[config.mk]
export PLATFORM = sky130hd
export DESIGN_NAME = decode_top
export DESIGN_NICKNAME = d
export VERILOG_FILES = /design/src/common/rv32i_pkg.sv /design/src/decode/control_rom.sv /design/src/decode/hazard_unit.sv /design/src/decode/instruction_decode.sv /design/src/decode/regfile.sv /design/src/rtl/decode_top.sv
export VERILOG_INCLUDE_DIRS = /design/src /design/src/common
export SDC_FILE = /design/constraint.sdc
export NUM_CORES = 2
export LEC_CHECK = 0
export BUFFER_PORTS_ARGS = -buffer_cell sky130_fd_sc_hd__buf_2
export CAP_MARGIN = 30
export CELL_PAD_IN_SITES_DETAIL_PLACEMENT = 2
export CELL_PAD_IN_SITES_GLOBAL_PLACEMENT = 2
export CORE_UTILIZATION = 47
export CTS_CLUSTER_SIZE = 30
export DETAILED_ROUTE_END_ITERATION = 7
export PLACE_DENSITY_LB_ADDON = 0.1
export SLEW_MARGIN = 20
export SYNTH_ARGS = -nofsm -noshare
export SYNTH_HDL_FRONTEND = slang
export SYNTH_SLANG_ARGS = --single-unit
[constraint.sdc]
create_clock -name clk -period 7.48 [get_ports clk]
set_clock_uncertainty 0.05 [all_clocks]
set_input_delay 1.496 -clock clk [delete_from_list [all_inputs] [get_ports clk]]
set_output_delay 1.496 -clock clk [all_outputs]
set_load 0.005 [all_outputs]
[src/common/rv32i_cfg.svh]
`ifndef RV32I_CFG_SVH
`define RV32I_CFG_SVH

// data word width
`define RV_XLEN 32

// architectural register count
`define RV_NREGS 32

// addi x0, x0, 0
`define RV_NOP 32'h0000_0013

// pc value held in ID/EX out of reset
`define RV_RESET_PC 32'h0000_0000

`endif

[src/common/rv32i_pkg.sv]
`include "rv32i_cfg.svh"

package rv32i_pkg;

    typedef logic [`RV_XLEN-1:0] rv32i_word;

    typedef enum logic [6:0] {
        op_lui   = 7'b0110111,
        op_auipc = 7'b0010111,
        op_jal   = 7'b1101111,
        op_jalr  = 7'b1100111,
        op_br    = 7'b1100011,
        op_load  = 7'b0000011,
        op_store = 7'b0100011,
        op_imm   = 7'b0010011,
        op_reg   = 7'b0110011
    } rv32i_opcode;

    // funct3 of the op/op-imm groups
    typedef enum logic [2:0] {
        f3_add  = 3'b000,
        f3_sll  = 3'b001,
        f3_slt  = 3'b010,
        f3_sltu = 3'b011,
        f3_xor  = 3'b100,
        f3_sr   = 3'b101,
        f3_or   = 3'b110,
        f3_and  = 3'b111
    } arith_funct3;

    // encoding lines up with funct3 except where funct7[5] picks sub/sra
    typedef enum logic [2:0] {
        alu_add = 3'b000,
        alu_sll = 3'b001,
        alu_sra = 3'b010,
        alu_sub = 3'b011,
        alu_xor = 3'b100,
        alu_srl = 3'b101,
        alu_or  = 3'b110,
        alu_and = 3'b111
    } alu_ops;

    typedef enum logic [2:0] {
        cmp_beq  = 3'b000,
        cmp_bne  = 3'b001,
        cmp_blt  = 3'b100,
        cmp_bge  = 3'b101,
        cmp_bltu = 3'b110,
        cmp_bgeu = 3'b111
    } branch_funct3;

    typedef enum logic {
        alu1_rs1 = 1'b0,
        alu1_pc  = 1'b1
    } alumux1_sel_t;

    typedef enum logic [2:0] {
        alu2_i_imm = 3'd0,
        alu2_u_imm = 3'd1,
        alu2_b_imm = 3'd2,
        alu2_s_imm = 3'd3,
        alu2_j_imm = 3'd4,
        alu2_rs2   = 3'd5
    } alumux2_sel_t;

    typedef enum logic {
        cmp_sel_rs2   = 1'b0,
        cmp_sel_i_imm = 1'b1
    } cmpmux_sel_t;

    // all zero means the instruction has no effect downstream
    typedef struct packed {
        rv32i_opcode  opcode;
        alu_ops       aluop;
        branch_funct3 cmpop;
        logic         load_regfile;
        logic [4:0]   rd;
        logic         mem_read;
        logic         mem_write;
        logic [2:0]   funct3;
        logic         is_branch;
    } rv32i_control_word;

endpackage

[src/decode/control_rom.sv]
`timescale 1ns/100ps

module control_rom
    import rv32i_pkg::*;
(
    input  rv32i_word         instr,
    output rv32i_control_word ctrl,
    output alumux1_sel_t      alumux1_sel,
    output alumux2_sel_t      alumux2_sel,
    output cmpmux_sel_t       cmpmux_sel
);

    rv32i_opcode opcode;
    arith_funct3 funct3;
    logic        funct7_5;

    assign opcode   = rv32i_opcode'(instr[6:0]);
    assign funct3   = arith_funct3'(instr[14:12]);
    assign funct7_5 = instr[30];

    always_comb
    begin
        ctrl        = '0;
        alumux1_sel = alu1_rs1;
        alumux2_sel = alu2_i_imm;
        cmpmux_sel  = cmp_sel_rs2;

        case (opcode)
            op_lui, op_auipc, op_jal, op_jalr, op_br,
            op_load, op_store, op_imm, op_reg:
            begin
                ctrl.opcode = opcode;
                ctrl.funct3 = instr[14:12];
                ctrl.aluop  = alu_add;
            end
            default: ;
        endcase

        case (opcode)
            op_lui:
                alumux2_sel = alu2_u_imm;
            op_auipc:
            begin
                alumux1_sel = alu1_pc;
                alumux2_sel = alu2_u_imm;
            end
            op_jal:
            begin
                alumux1_sel    = alu1_pc;
                alumux2_sel    = alu2_j_imm;
                ctrl.is_branch = 1'b1;
            end
            op_jalr:
                ctrl.is_branch = 1'b1;
            op_br:
            begin
                alumux1_sel    = alu1_pc;
                alumux2_sel    = alu2_b_imm;
                ctrl.cmpop     = branch_funct3'(instr[14:12]);
                ctrl.is_branch = 1'b1;
            end
            op_load:
                ctrl.mem_read = 1'b1;
            op_store:
            begin
                alumux2_sel    = alu2_s_imm;
                ctrl.mem_write = 1'b1;
            end
            op_imm, op_reg:
            begin
                if (opcode == op_reg)
                    alumux2_sel = alu2_rs2;
                else
                    cmpmux_sel = cmp_sel_i_imm;
                case (funct3)
                    f3_slt:  ctrl.cmpop = cmp_blt;
                    f3_sltu: ctrl.cmpop = cmp_bltu;
                    f3_sr:   ctrl.aluop = funct7_5 ? alu_sra : alu_srl;
                    // only the register form has sub
                    f3_add:  ctrl.aluop = (funct7_5 && opcode == op_reg) ? alu_sub : alu_add;
                    default: ctrl.aluop = alu_ops'(funct3);
                endcase
            end
            default: ;
        endcase

        // stores and branches write no register
        if (opcode inside {op_lui, op_auipc, op_jal, op_jalr, op_load, op_imm, op_reg})
        begin
            ctrl.load_regfile = 1'b1;
            ctrl.rd           = instr[11:7];
        end
    end

endmodule

[src/decode/hazard_unit.sv]
`timescale 1ns/100ps

module hazard_unit
    import rv32i_pkg::*;
(
    input  rv32i_word         instr,
    input  rv32i_control_word id_ex,
    output logic              bubble
);

    logic [4:0] rs1;
    logic [4:0] rs2;
    logic       uses_rs1;
    logic       uses_rs2;

    assign rs1 = instr[19:15];
    assign rs2 = instr[24:20];

    // which source fields the decoding instruction really reads
    always_comb
    begin
        uses_rs1 = 1'b0;
        uses_rs2 = 1'b0;
        case (rv32i_opcode'(instr[6:0]))
            op_jalr, op_load, op_imm:
                uses_rs1 = 1'b1;
            op_store, op_br, op_reg:
            begin
                uses_rs1 = 1'b1;
                uses_rs2 = 1'b1;
            end
            default: ;
        endcase
    end

    assign bubble = id_ex.mem_read && (id_ex.rd != 5'd0) &&
                    ((uses_rs1 && (id_ex.rd == rs1)) || (uses_rs2 && (id_ex.rd == rs2)));

endmodule

[src/decode/instruction_decode.sv]
`timescale 1ns/100ps
`include "rv32i_cfg.svh"

module instruction_decode
    import rv32i_pkg::*;
(
    input  logic              clk,
    input  logic              rst,
    input  rv32i_word         pc,
    input  rv32i_word         instr,
    input  logic              ma_stall,
    input  logic              leap,
    input  logic              br_taken,
    // write-back port
    input  rv32i_word         wb_data,
    input  logic [4:0]        wb_rd,
    input  logic              wb_load,
    output rv32i_control_word ctrl_out,
    output rv32i_word         instruction_out,
    output rv32i_word         pc_out,
    output rv32i_word         alu_in1_out,
    output rv32i_word         alu_in2_out,
    output rv32i_word         cmp_in_out,
    output rv32i_word         rs1_out,
    output rv32i_word         rs2_out,
    output logic              bubble
);

    rv32i_word         i_imm;
    rv32i_word         s_imm;
    rv32i_word         b_imm;
    rv32i_word         u_imm;
    rv32i_word         j_imm;
    rv32i_word         reg_a;
    rv32i_word         reg_b;
    rv32i_word         alu_in1;
    rv32i_word         alu_in2;
    rv32i_word         cmp_in;
    rv32i_control_word ctrl;
    alumux1_sel_t      alumux1_sel;
    alumux2_sel_t      alumux2_sel;
    cmpmux_sel_t       cmpmux_sel;

    assign i_imm = {{21{instr[31]}}, instr[30:20]};
    assign s_imm = {{21{instr[31]}}, instr[30:25], instr[11:7]};
    assign b_imm = {{20{instr[31]}}, instr[7], instr[30:25], instr[11:8], 1'b0};
    assign u_imm = {instr[31:12], 12'h000};
    assign j_imm = {{12{instr[31]}}, instr[19:12], instr[20], instr[30:21], 1'b0};

    regfile u_regfile (
        .clk   (clk),
        .rst   (rst),
        .load  (wb_load),
        .in    (wb_data),
        .src_a (instr[19:15]),
        .src_b (instr[24:20]),
        .dest  (wb_rd),
        .reg_a (reg_a),
        .reg_b (reg_b)
    );

    control_rom u_control_rom (
        .instr       (instr),
        .ctrl        (ctrl),
        .alumux1_sel (alumux1_sel),
        .alumux2_sel (alumux2_sel),
        .cmpmux_sel  (cmpmux_sel)
    );

    // compares against the load already sitting in ID/EX
    hazard_unit u_hazard_unit (
        .instr  (instr),
        .id_ex  (ctrl_out),
        .bubble (bubble)
    );

    always_comb
    begin
        alu_in1 = (alumux1_sel == alu1_pc) ? pc : reg_a;

        case (alumux2_sel)
            alu2_i_imm: alu_in2 = i_imm;
            alu2_u_imm: alu_in2 = u_imm;
            alu2_b_imm: alu_in2 = b_imm;
            alu2_s_imm: alu_in2 = s_imm;
            alu2_j_imm: alu_in2 = j_imm;
            alu2_rs2:   alu_in2 = reg_b;
            default:    alu_in2 = i_imm;
        endcase

        cmp_in = (cmpmux_sel == cmp_sel_i_imm) ? i_imm : reg_b;
    end

    // ID/EX register
    always_ff @(posedge clk)
    begin
        if (rst)
        begin
            ctrl_out        <= '0;
            instruction_out <= '0;
            pc_out          <= `RV_RESET_PC;
            alu_in1_out     <= '0;
            alu_in2_out     <= '0;
            cmp_in_out      <= '0;
            rs1_out         <= '0;
            rs2_out         <= '0;
        end
        else if (!ma_stall && (br_taken || bubble))
        begin
            // squash into a nop with no side effects
            ctrl_out        <= '0;
            instruction_out <= `RV_NOP;
            pc_out          <= '0;
            alu_in1_out     <= '0;
            alu_in2_out     <= '0;
            cmp_in_out      <= '0;
            rs1_out         <= '0;
            rs2_out         <= '0;
        end
        else if (!ma_stall || leap)
        begin
            ctrl_out        <= ctrl;
            instruction_out <= instr;
            pc_out          <= pc;
            alu_in1_out     <= alu_in1;
            alu_in2_out     <= alu_in2;
            cmp_in_out      <= cmp_in;
            rs1_out         <= reg_a;
            rs2_out         <= reg_b;
        end
    end

endmodule

[src/decode/regfile.sv]
`timescale 1ns/100ps
`include "rv32i_cfg.svh"

module regfile
    import rv32i_pkg::*;
(
    input  logic       clk,
    input  logic       rst,
    input  logic       load,
    input  rv32i_word  in,
    input  logic [4:0] src_a,
    input  logic [4:0] src_b,
    input  logic [4:0] dest,
    output rv32i_word  reg_a,
    output rv32i_word  reg_b
);

    rv32i_word data [`RV_NREGS];

    always_ff @(posedge clk)
    begin
        if (rst)
        begin
            for (int i = 0; i < `RV_NREGS; i++)
                data[i] <= '0;
        end
        else if (load && (dest != 5'd0))
        begin
            data[dest] <= in;
        end
    end

    // write-through so decode sees the value being written back this cycle
    always_comb
    begin
        if (src_a == 5'd0)
            reg_a = '0;
        else if (load && (dest == src_a))
            reg_a = in;
        else
            reg_a = data[src_a];

        if (src_b == 5'd0)
            reg_b = '0;
        else if (load && (dest == src_b))
            reg_b = in;
        else
            reg_b = data[src_b];
    end

endmodule

[src/rtl/decode_top.sv]
`timescale 1ns/100ps

module decode_top
    import rv32i_pkg::*;
(
    input  logic              clk,
    input  logic              rst,
    // fetch side
    input  rv32i_word         pc,
    input  rv32i_word         instr,
    // memory access and execute side
    input  logic              ma_stall,
    input  logic              leap,
    input  logic              br_taken,
    // write-back side
    input  rv32i_word         wb_data,
    input  logic [4:0]        wb_rd,
    input  logic              wb_load,
    output rv32i_control_word ctrl_out,
    output rv32i_word         instruction_out,
    output rv32i_word         pc_out,
    output rv32i_word         alu_in1_out,
    output rv32i_word         alu_in2_out,
    output rv32i_word         cmp_in_out,
    output rv32i_word         rs1_out,
    output rv32i_word         rs2_out,
    output logic              bubble
);

    instruction_decode u_instruction_decode (
        .clk             (clk),
        .rst             (rst),
        .pc              (pc),
        .instr           (instr),
        .ma_stall        (ma_stall),
        .leap            (leap),
        .br_taken        (br_taken),
        .wb_data         (wb_data),
        .wb_rd           (wb_rd),
        .wb_load         (wb_load),
        .ctrl_out        (ctrl_out),
        .instruction_out (instruction_out),
        .pc_out          (pc_out),
        .alu_in1_out     (alu_in1_out),
        .alu_in2_out     (alu_in2_out),
        .cmp_in_out      (cmp_in_out),
        .rs1_out         (rs1_out),
        .rs2_out         (rs2_out),
        .bubble          (bubble)
    );

endmodule

# --- Word level (Yosys, flattened, before mapping) ---
# Memory sizes are Yosys's and may differ from the RTL's.
# Index checks and enable logic that the tools add are counted.
# W data, S select, Z words.
word_totals:
  wordCells: 105
  reg_bits: 249
  n_memories: 1
  mem_bits_rw: 1024
classes:
  n_eq_ne: 21
  n_mux: 36
  reduce_logical: 30
mem_list:
  columns: ["name", "words", "width", "rd", "rd_ports_with_merged_regs", "wr", "line", "rtl"]
  rows:
  - ["u_instruction_decode.u_regfile.data", 32, 32, 2, 0, 32, "regfile.sv:18", "rv32i_word data [`RV_NREGS];"]
op_table:
  columns: ["op", "count"]
  rows:
  - ["$mux W32", 7]
  - ["$pmux W32 S5", 1]
  - ["$reduce_or A32 Y1", 1]
  - ["$eq A7 B6 Y1 const B", 3]
  - ["$eq A7 B7 Y1 const B", 3]
  - ["$eq A5 B5 Y1", 4]
  - ["$mux W5", 3]
  - ["$pmux W3 S5", 1]
  - ["$eq A7 B5 Y1 const B", 2]
  - ["$mux W1", 14]
  - ["$eq A3 B2 Y1 const B", 4]
  - ["$mux W3", 4]
  - ["$pmux W3 S2", 2]
  - ["$logic_not A5 Y1", 2]
  - ["$mux W10", 1]
  - ["$reduce_bool A5 Y1", 2]
  - ["$eq A3 B3 Y1 const B", 3]
  - ["$logic_and A1 B1 Y1", 9]
  - ["$pmux W3 S3", 1]
  - ["$reduce_or A3 Y1", 3]
  - ["$reduce_or A9 Y1", 1]
  - ["$reduce_or A2 Y1", 4]
  - ["$eq A7 B2 Y1 const B", 1]
  - ["$reduce_bool A7 Y1", 1]
  - ["8 further kinds", 10]

# --- Depth between registers and ports, before layout ---
depth:
  depth_word: 9
  ltp_mapped: 12
  ltp_nobuf: 7

# --- Modules after synthesis ---
# A second synthesis with hierarchy kept.
unflattened:
  hier_cells: 5018
  hier_area_um2: 65138.7
by_module_without_submodules:
  columns: ["module", "area_per_inst_um2", "n_inst", "cells_each"]
  rows:
  - ["regfile", 55061.6, 1, 3802]
  - ["instruction_decode", 9436.6, 1, 1124]
  - ["control_rom", 460.4, 1, 69]
  - ["hazard_unit", 180.2, 1, 23]

# --- Least setup slack after synthesis ---
# Ideal clock, no wire load.
synth_path:
  kind: "in2out"
  start: "input instr[20]"
  end: "output bubble"
  arrival_time_ns: 2.493
  required_ns: 5.934
  setup_slack_ns: 3.441
  stages: 7
  path_cell_list: "buf_6 -> buf_4 -> xnor2_1 -> nand4_1 -> nor4_1 -> o221ai_1 -> inv_1"
synth_between:
  elab_chain_cells: 4
synth_rtl:
  columns: ["item", "line", "rtl"]
  rows:
  - ["from (decl)", "decode_top.sv:10", "input rv32i_word instr,"]
  - ["$eq A5 B5 Y1", "hazard_unit.sv:37", "((uses_rs1 && (id_ex.rd == rs1)) || (uses_rs2 && (id_ex.rd == rs2)));"]
  - ["$logic_and A1 B1 Y1", "hazard_unit.sv:37", null]
  - ["$logic_or A1 B1 Y1", "hazard_unit.sv:37", null]
  - ["$logic_and A1 B1 Y1", "hazard_unit.sv:36", "assign bubble = id_ex.mem_read && (id_ex.rd != 5'd0) &&"]
  - ["to (decl)", "decode_top.sv:27", "output logic bubble"]
# No other way between the ends.

# --- Worst setup path after layout ---
layout_path:
  start: "input instr[23]"
  end: "output bubble"
# The elaborated chain is that of the path after synthesis.

==> summary.md <==
| Metric | Value |
|---|---|
| Flop2flop setup slack | 4.21 ns |
| Peak VDD IR | 0.2128 mV |
| Post-CTS Resized | 0 |
| CTS H-tree lvls | 4 |
| First-pass DRT Iterations | 7 |
| Fmax | 178.8 MHz |
| Share of the synthesized area in the top cell type | 0.4676 |
| Post-synth top flop | edfxtp_1 |
| Critical path class | in -> out |
| # rows | 136 |
| Avg Cell Area, Syn | 13.36 µm² |
| Critical path data required time | 5.93 ns |
| Routability cong. | 0.9135 |
| Setup-failing EPs final | 0 |
| Via-to-Cell Ratio | 7.117 |
| Pin count of the biggest net entering global routing | 123 |
| Status | complete, no violations |
| DRT iter0 DRCs | 7326 |
| Nets | 5210 |
| CTS Root Cell | clkbuf_16 |
| Area grow syn2layout | 12.36% |
| Hold crit path type | reg -> reg |
| Final hold slack | 0.3999 ns |
| Count of input and output buffers | 356 |
| Placed Area | 69310 µm² |
| Pleak | 26.57 nW |
| Post-synth cell types | 73 |
| Pwr Total | 18.06 mW |
| Tcrit/Tclk final | 0.7478 |
| Max_slew headroom | 0.1791 |
| Max Transition Viols Final | 0 |
| Crit. End Element | primary output |
| Width of the die | 376.1 µm |
| Final setup TNS | 0 ns |
| Starting density of the core | 0.4760 |
| Setup crit start kind | primary input |
| RSZ-0062 raised after global routing | no |
| Clock sink total | 1273 |
| Core Area | 138200 µm² |
| CTS buffer count | 146 |
| Synth area leader | edfxtp_1 |
| Overflow after GRT | 0 |
| Max cap viols | 0 |
| Hold Fails Final Rpt | 0 |
| Routed length per placed instance | 43.15 µm |
| Post-route ant nets | 0 |
| Antenna violations before repair | 37 |
| CTS tree | done |
| Cells after synthesis | 4923 |
| Most frequent cell after synthesis | edfxtp_1 |
| EDFF count, synth | 1024 |
| Pre-CTS setup slack | 1.994 ns |
| Synth warn | 0 |
| Ys async rst share | 0 |
| # IOs | 357 |
| Dpl cells | 6812 |
| Worst-Skew Late Latency | 0.82 ns |
| Final min period | 5.593 ns |
| Slew of the pin with the lowest slew margin | 1.231 ns |
| Synth area leaders | edfxtp_1, mux4_2, and2_1 |
| Die Area | 141400 µm² |
| CP max FO | 51 |
| Cell area after layout | 73900 µm² |
| Power per cell area | 244.4 nW/µm² |
| Hpwl dp | 193400 µm |
| Worst-case clock buffer depth | 3 |
| Post-cts hold buffer count | 0 |
| DRC violations left | 0 |
| Yosys reg bits | 1273 |
| Final core utilization | 0.5348 |
| Seq/Total Area, Yosys | 0.5433 |
| Drt total wl | 305700 µm |
| Post-CTS setup buffers | 0 |
| Die Span Y | 376.1 µm |
| Vias in the first global route | 51788 |
| GR Util All Layers | 0.4302 |
| Final Instance Count excl. Fillers | 7085 |
| Layout cell share with drive strength beyond 1 | 0.2643 |
| Crit path DAT | 4.05 ns |
| Vias | 50421 |
| Global-route wire length before repair | 421200 µm |
| Setup WS post-layout | 1.887 ns |
| Worst-path clk slew | 0.06 ns |
| Top cells by instance count after synthesis | edfxtp_1, and2_1, mux4_2, clkbuf_1, nand2_1 |
| Fillers | 12701 |
| Synthesized area | 65770 µm² |
critical path: stages:
cell      delay (ns)
buf_4           0.39
buf_4           0.85
xnor2_1         0.21
nand4_1         0.15
nor4_1          0.05
o221ai_1        0.48
inv_1           0.14
buf_2           0.16
per-layer routing:
metal / global-route usage / part of all wire / wire length, µm
met5: 0 / 0.00025 / 76
met4: 0.2757 / 0.075 / 22890
met3: 0.1151 / 0.12 / 36310
met2: 0.6675 / 0.46 / 139600
met1: 0.5344 / 0.35 / 106800
cells in the final DEF, fill, tap and decap left out, types with 153 or more instances in the layout:
cell type / n
a21oi_1: 157
and2_1: 996
buf_2: 345
dfxtp_1: 249
edfxtp_1: 1024
mux2i_1: 153
mux4_2: 505
nand2_1: 292
nor2_1: 184
o21ai_0: 161
final timing paths:
check	from	endpoint	cells after the start
worst max register to register	u_instruction_decode.u_regfile.data[27][1]	u_instruction_decode.rs1_out[1]	6
worst min-delay path	u_instruction_decode.pc_out[0]	u_instruction_decode.pc_out[0]	2
worst min register to register	u_instruction_decode.pc_out[0]	u_instruction_decode.pc_out[0]	2
worst max-delay path	instr[23]	bubble	8
flip-flops by register name, indices dropped and copies added (netlist names):
register and flops:
u_instruction_decode.pc_out 32, u_instruction_decode.alu_in2_out 32, u_instruction_decode.instruction_out 32, u_instruction_decode.cmp_in_out 32
u_instruction_decode.u_regfile.data 1024, u_instruction_decode.ctrl_out 25, u_instruction_decode.rs1_out 32, u_instruction_decode.alu_in1_out 32
u_instruction_decode.rs2_out 32
cell families (layout without fill, tap and decap cells):
group	Yosys count	in the layout	share of synthesized area
buffers and inverters	518	778	0.03759
xor gates and xnor gates	20	20	0.002663
and+or+nand+nor	1739	1739	0.1452
DFF	1273	1273	0.5433
muxes	729	729	0.2084
other	1	40	0.00005702
AOI/OAI and AO/OA	643	643	0.06280
final cells by class:
type                    count  area, µm²  area share
diodes                      8      20.02   0.0002709
clock buffers             189       3939     0.05330
clock inverters            70      555.5    0.007518
inverters                   6      22.52   0.0003048
multi-input cells        3163      28010      0.3790
flip-flops and latches   1273      35730      0.4836
well taps                1863       2331     0.03154
repair buffers            513       3288     0.04450
power by group:
part	switching [mW]	leakage [nW]	internal (mW)
registers	0.305	11.8	8.09
clock network	3.14	2.22	3.93
logic	1.68	12.5	0.921
Note: power is estimated with default switching activity, not from simulation.
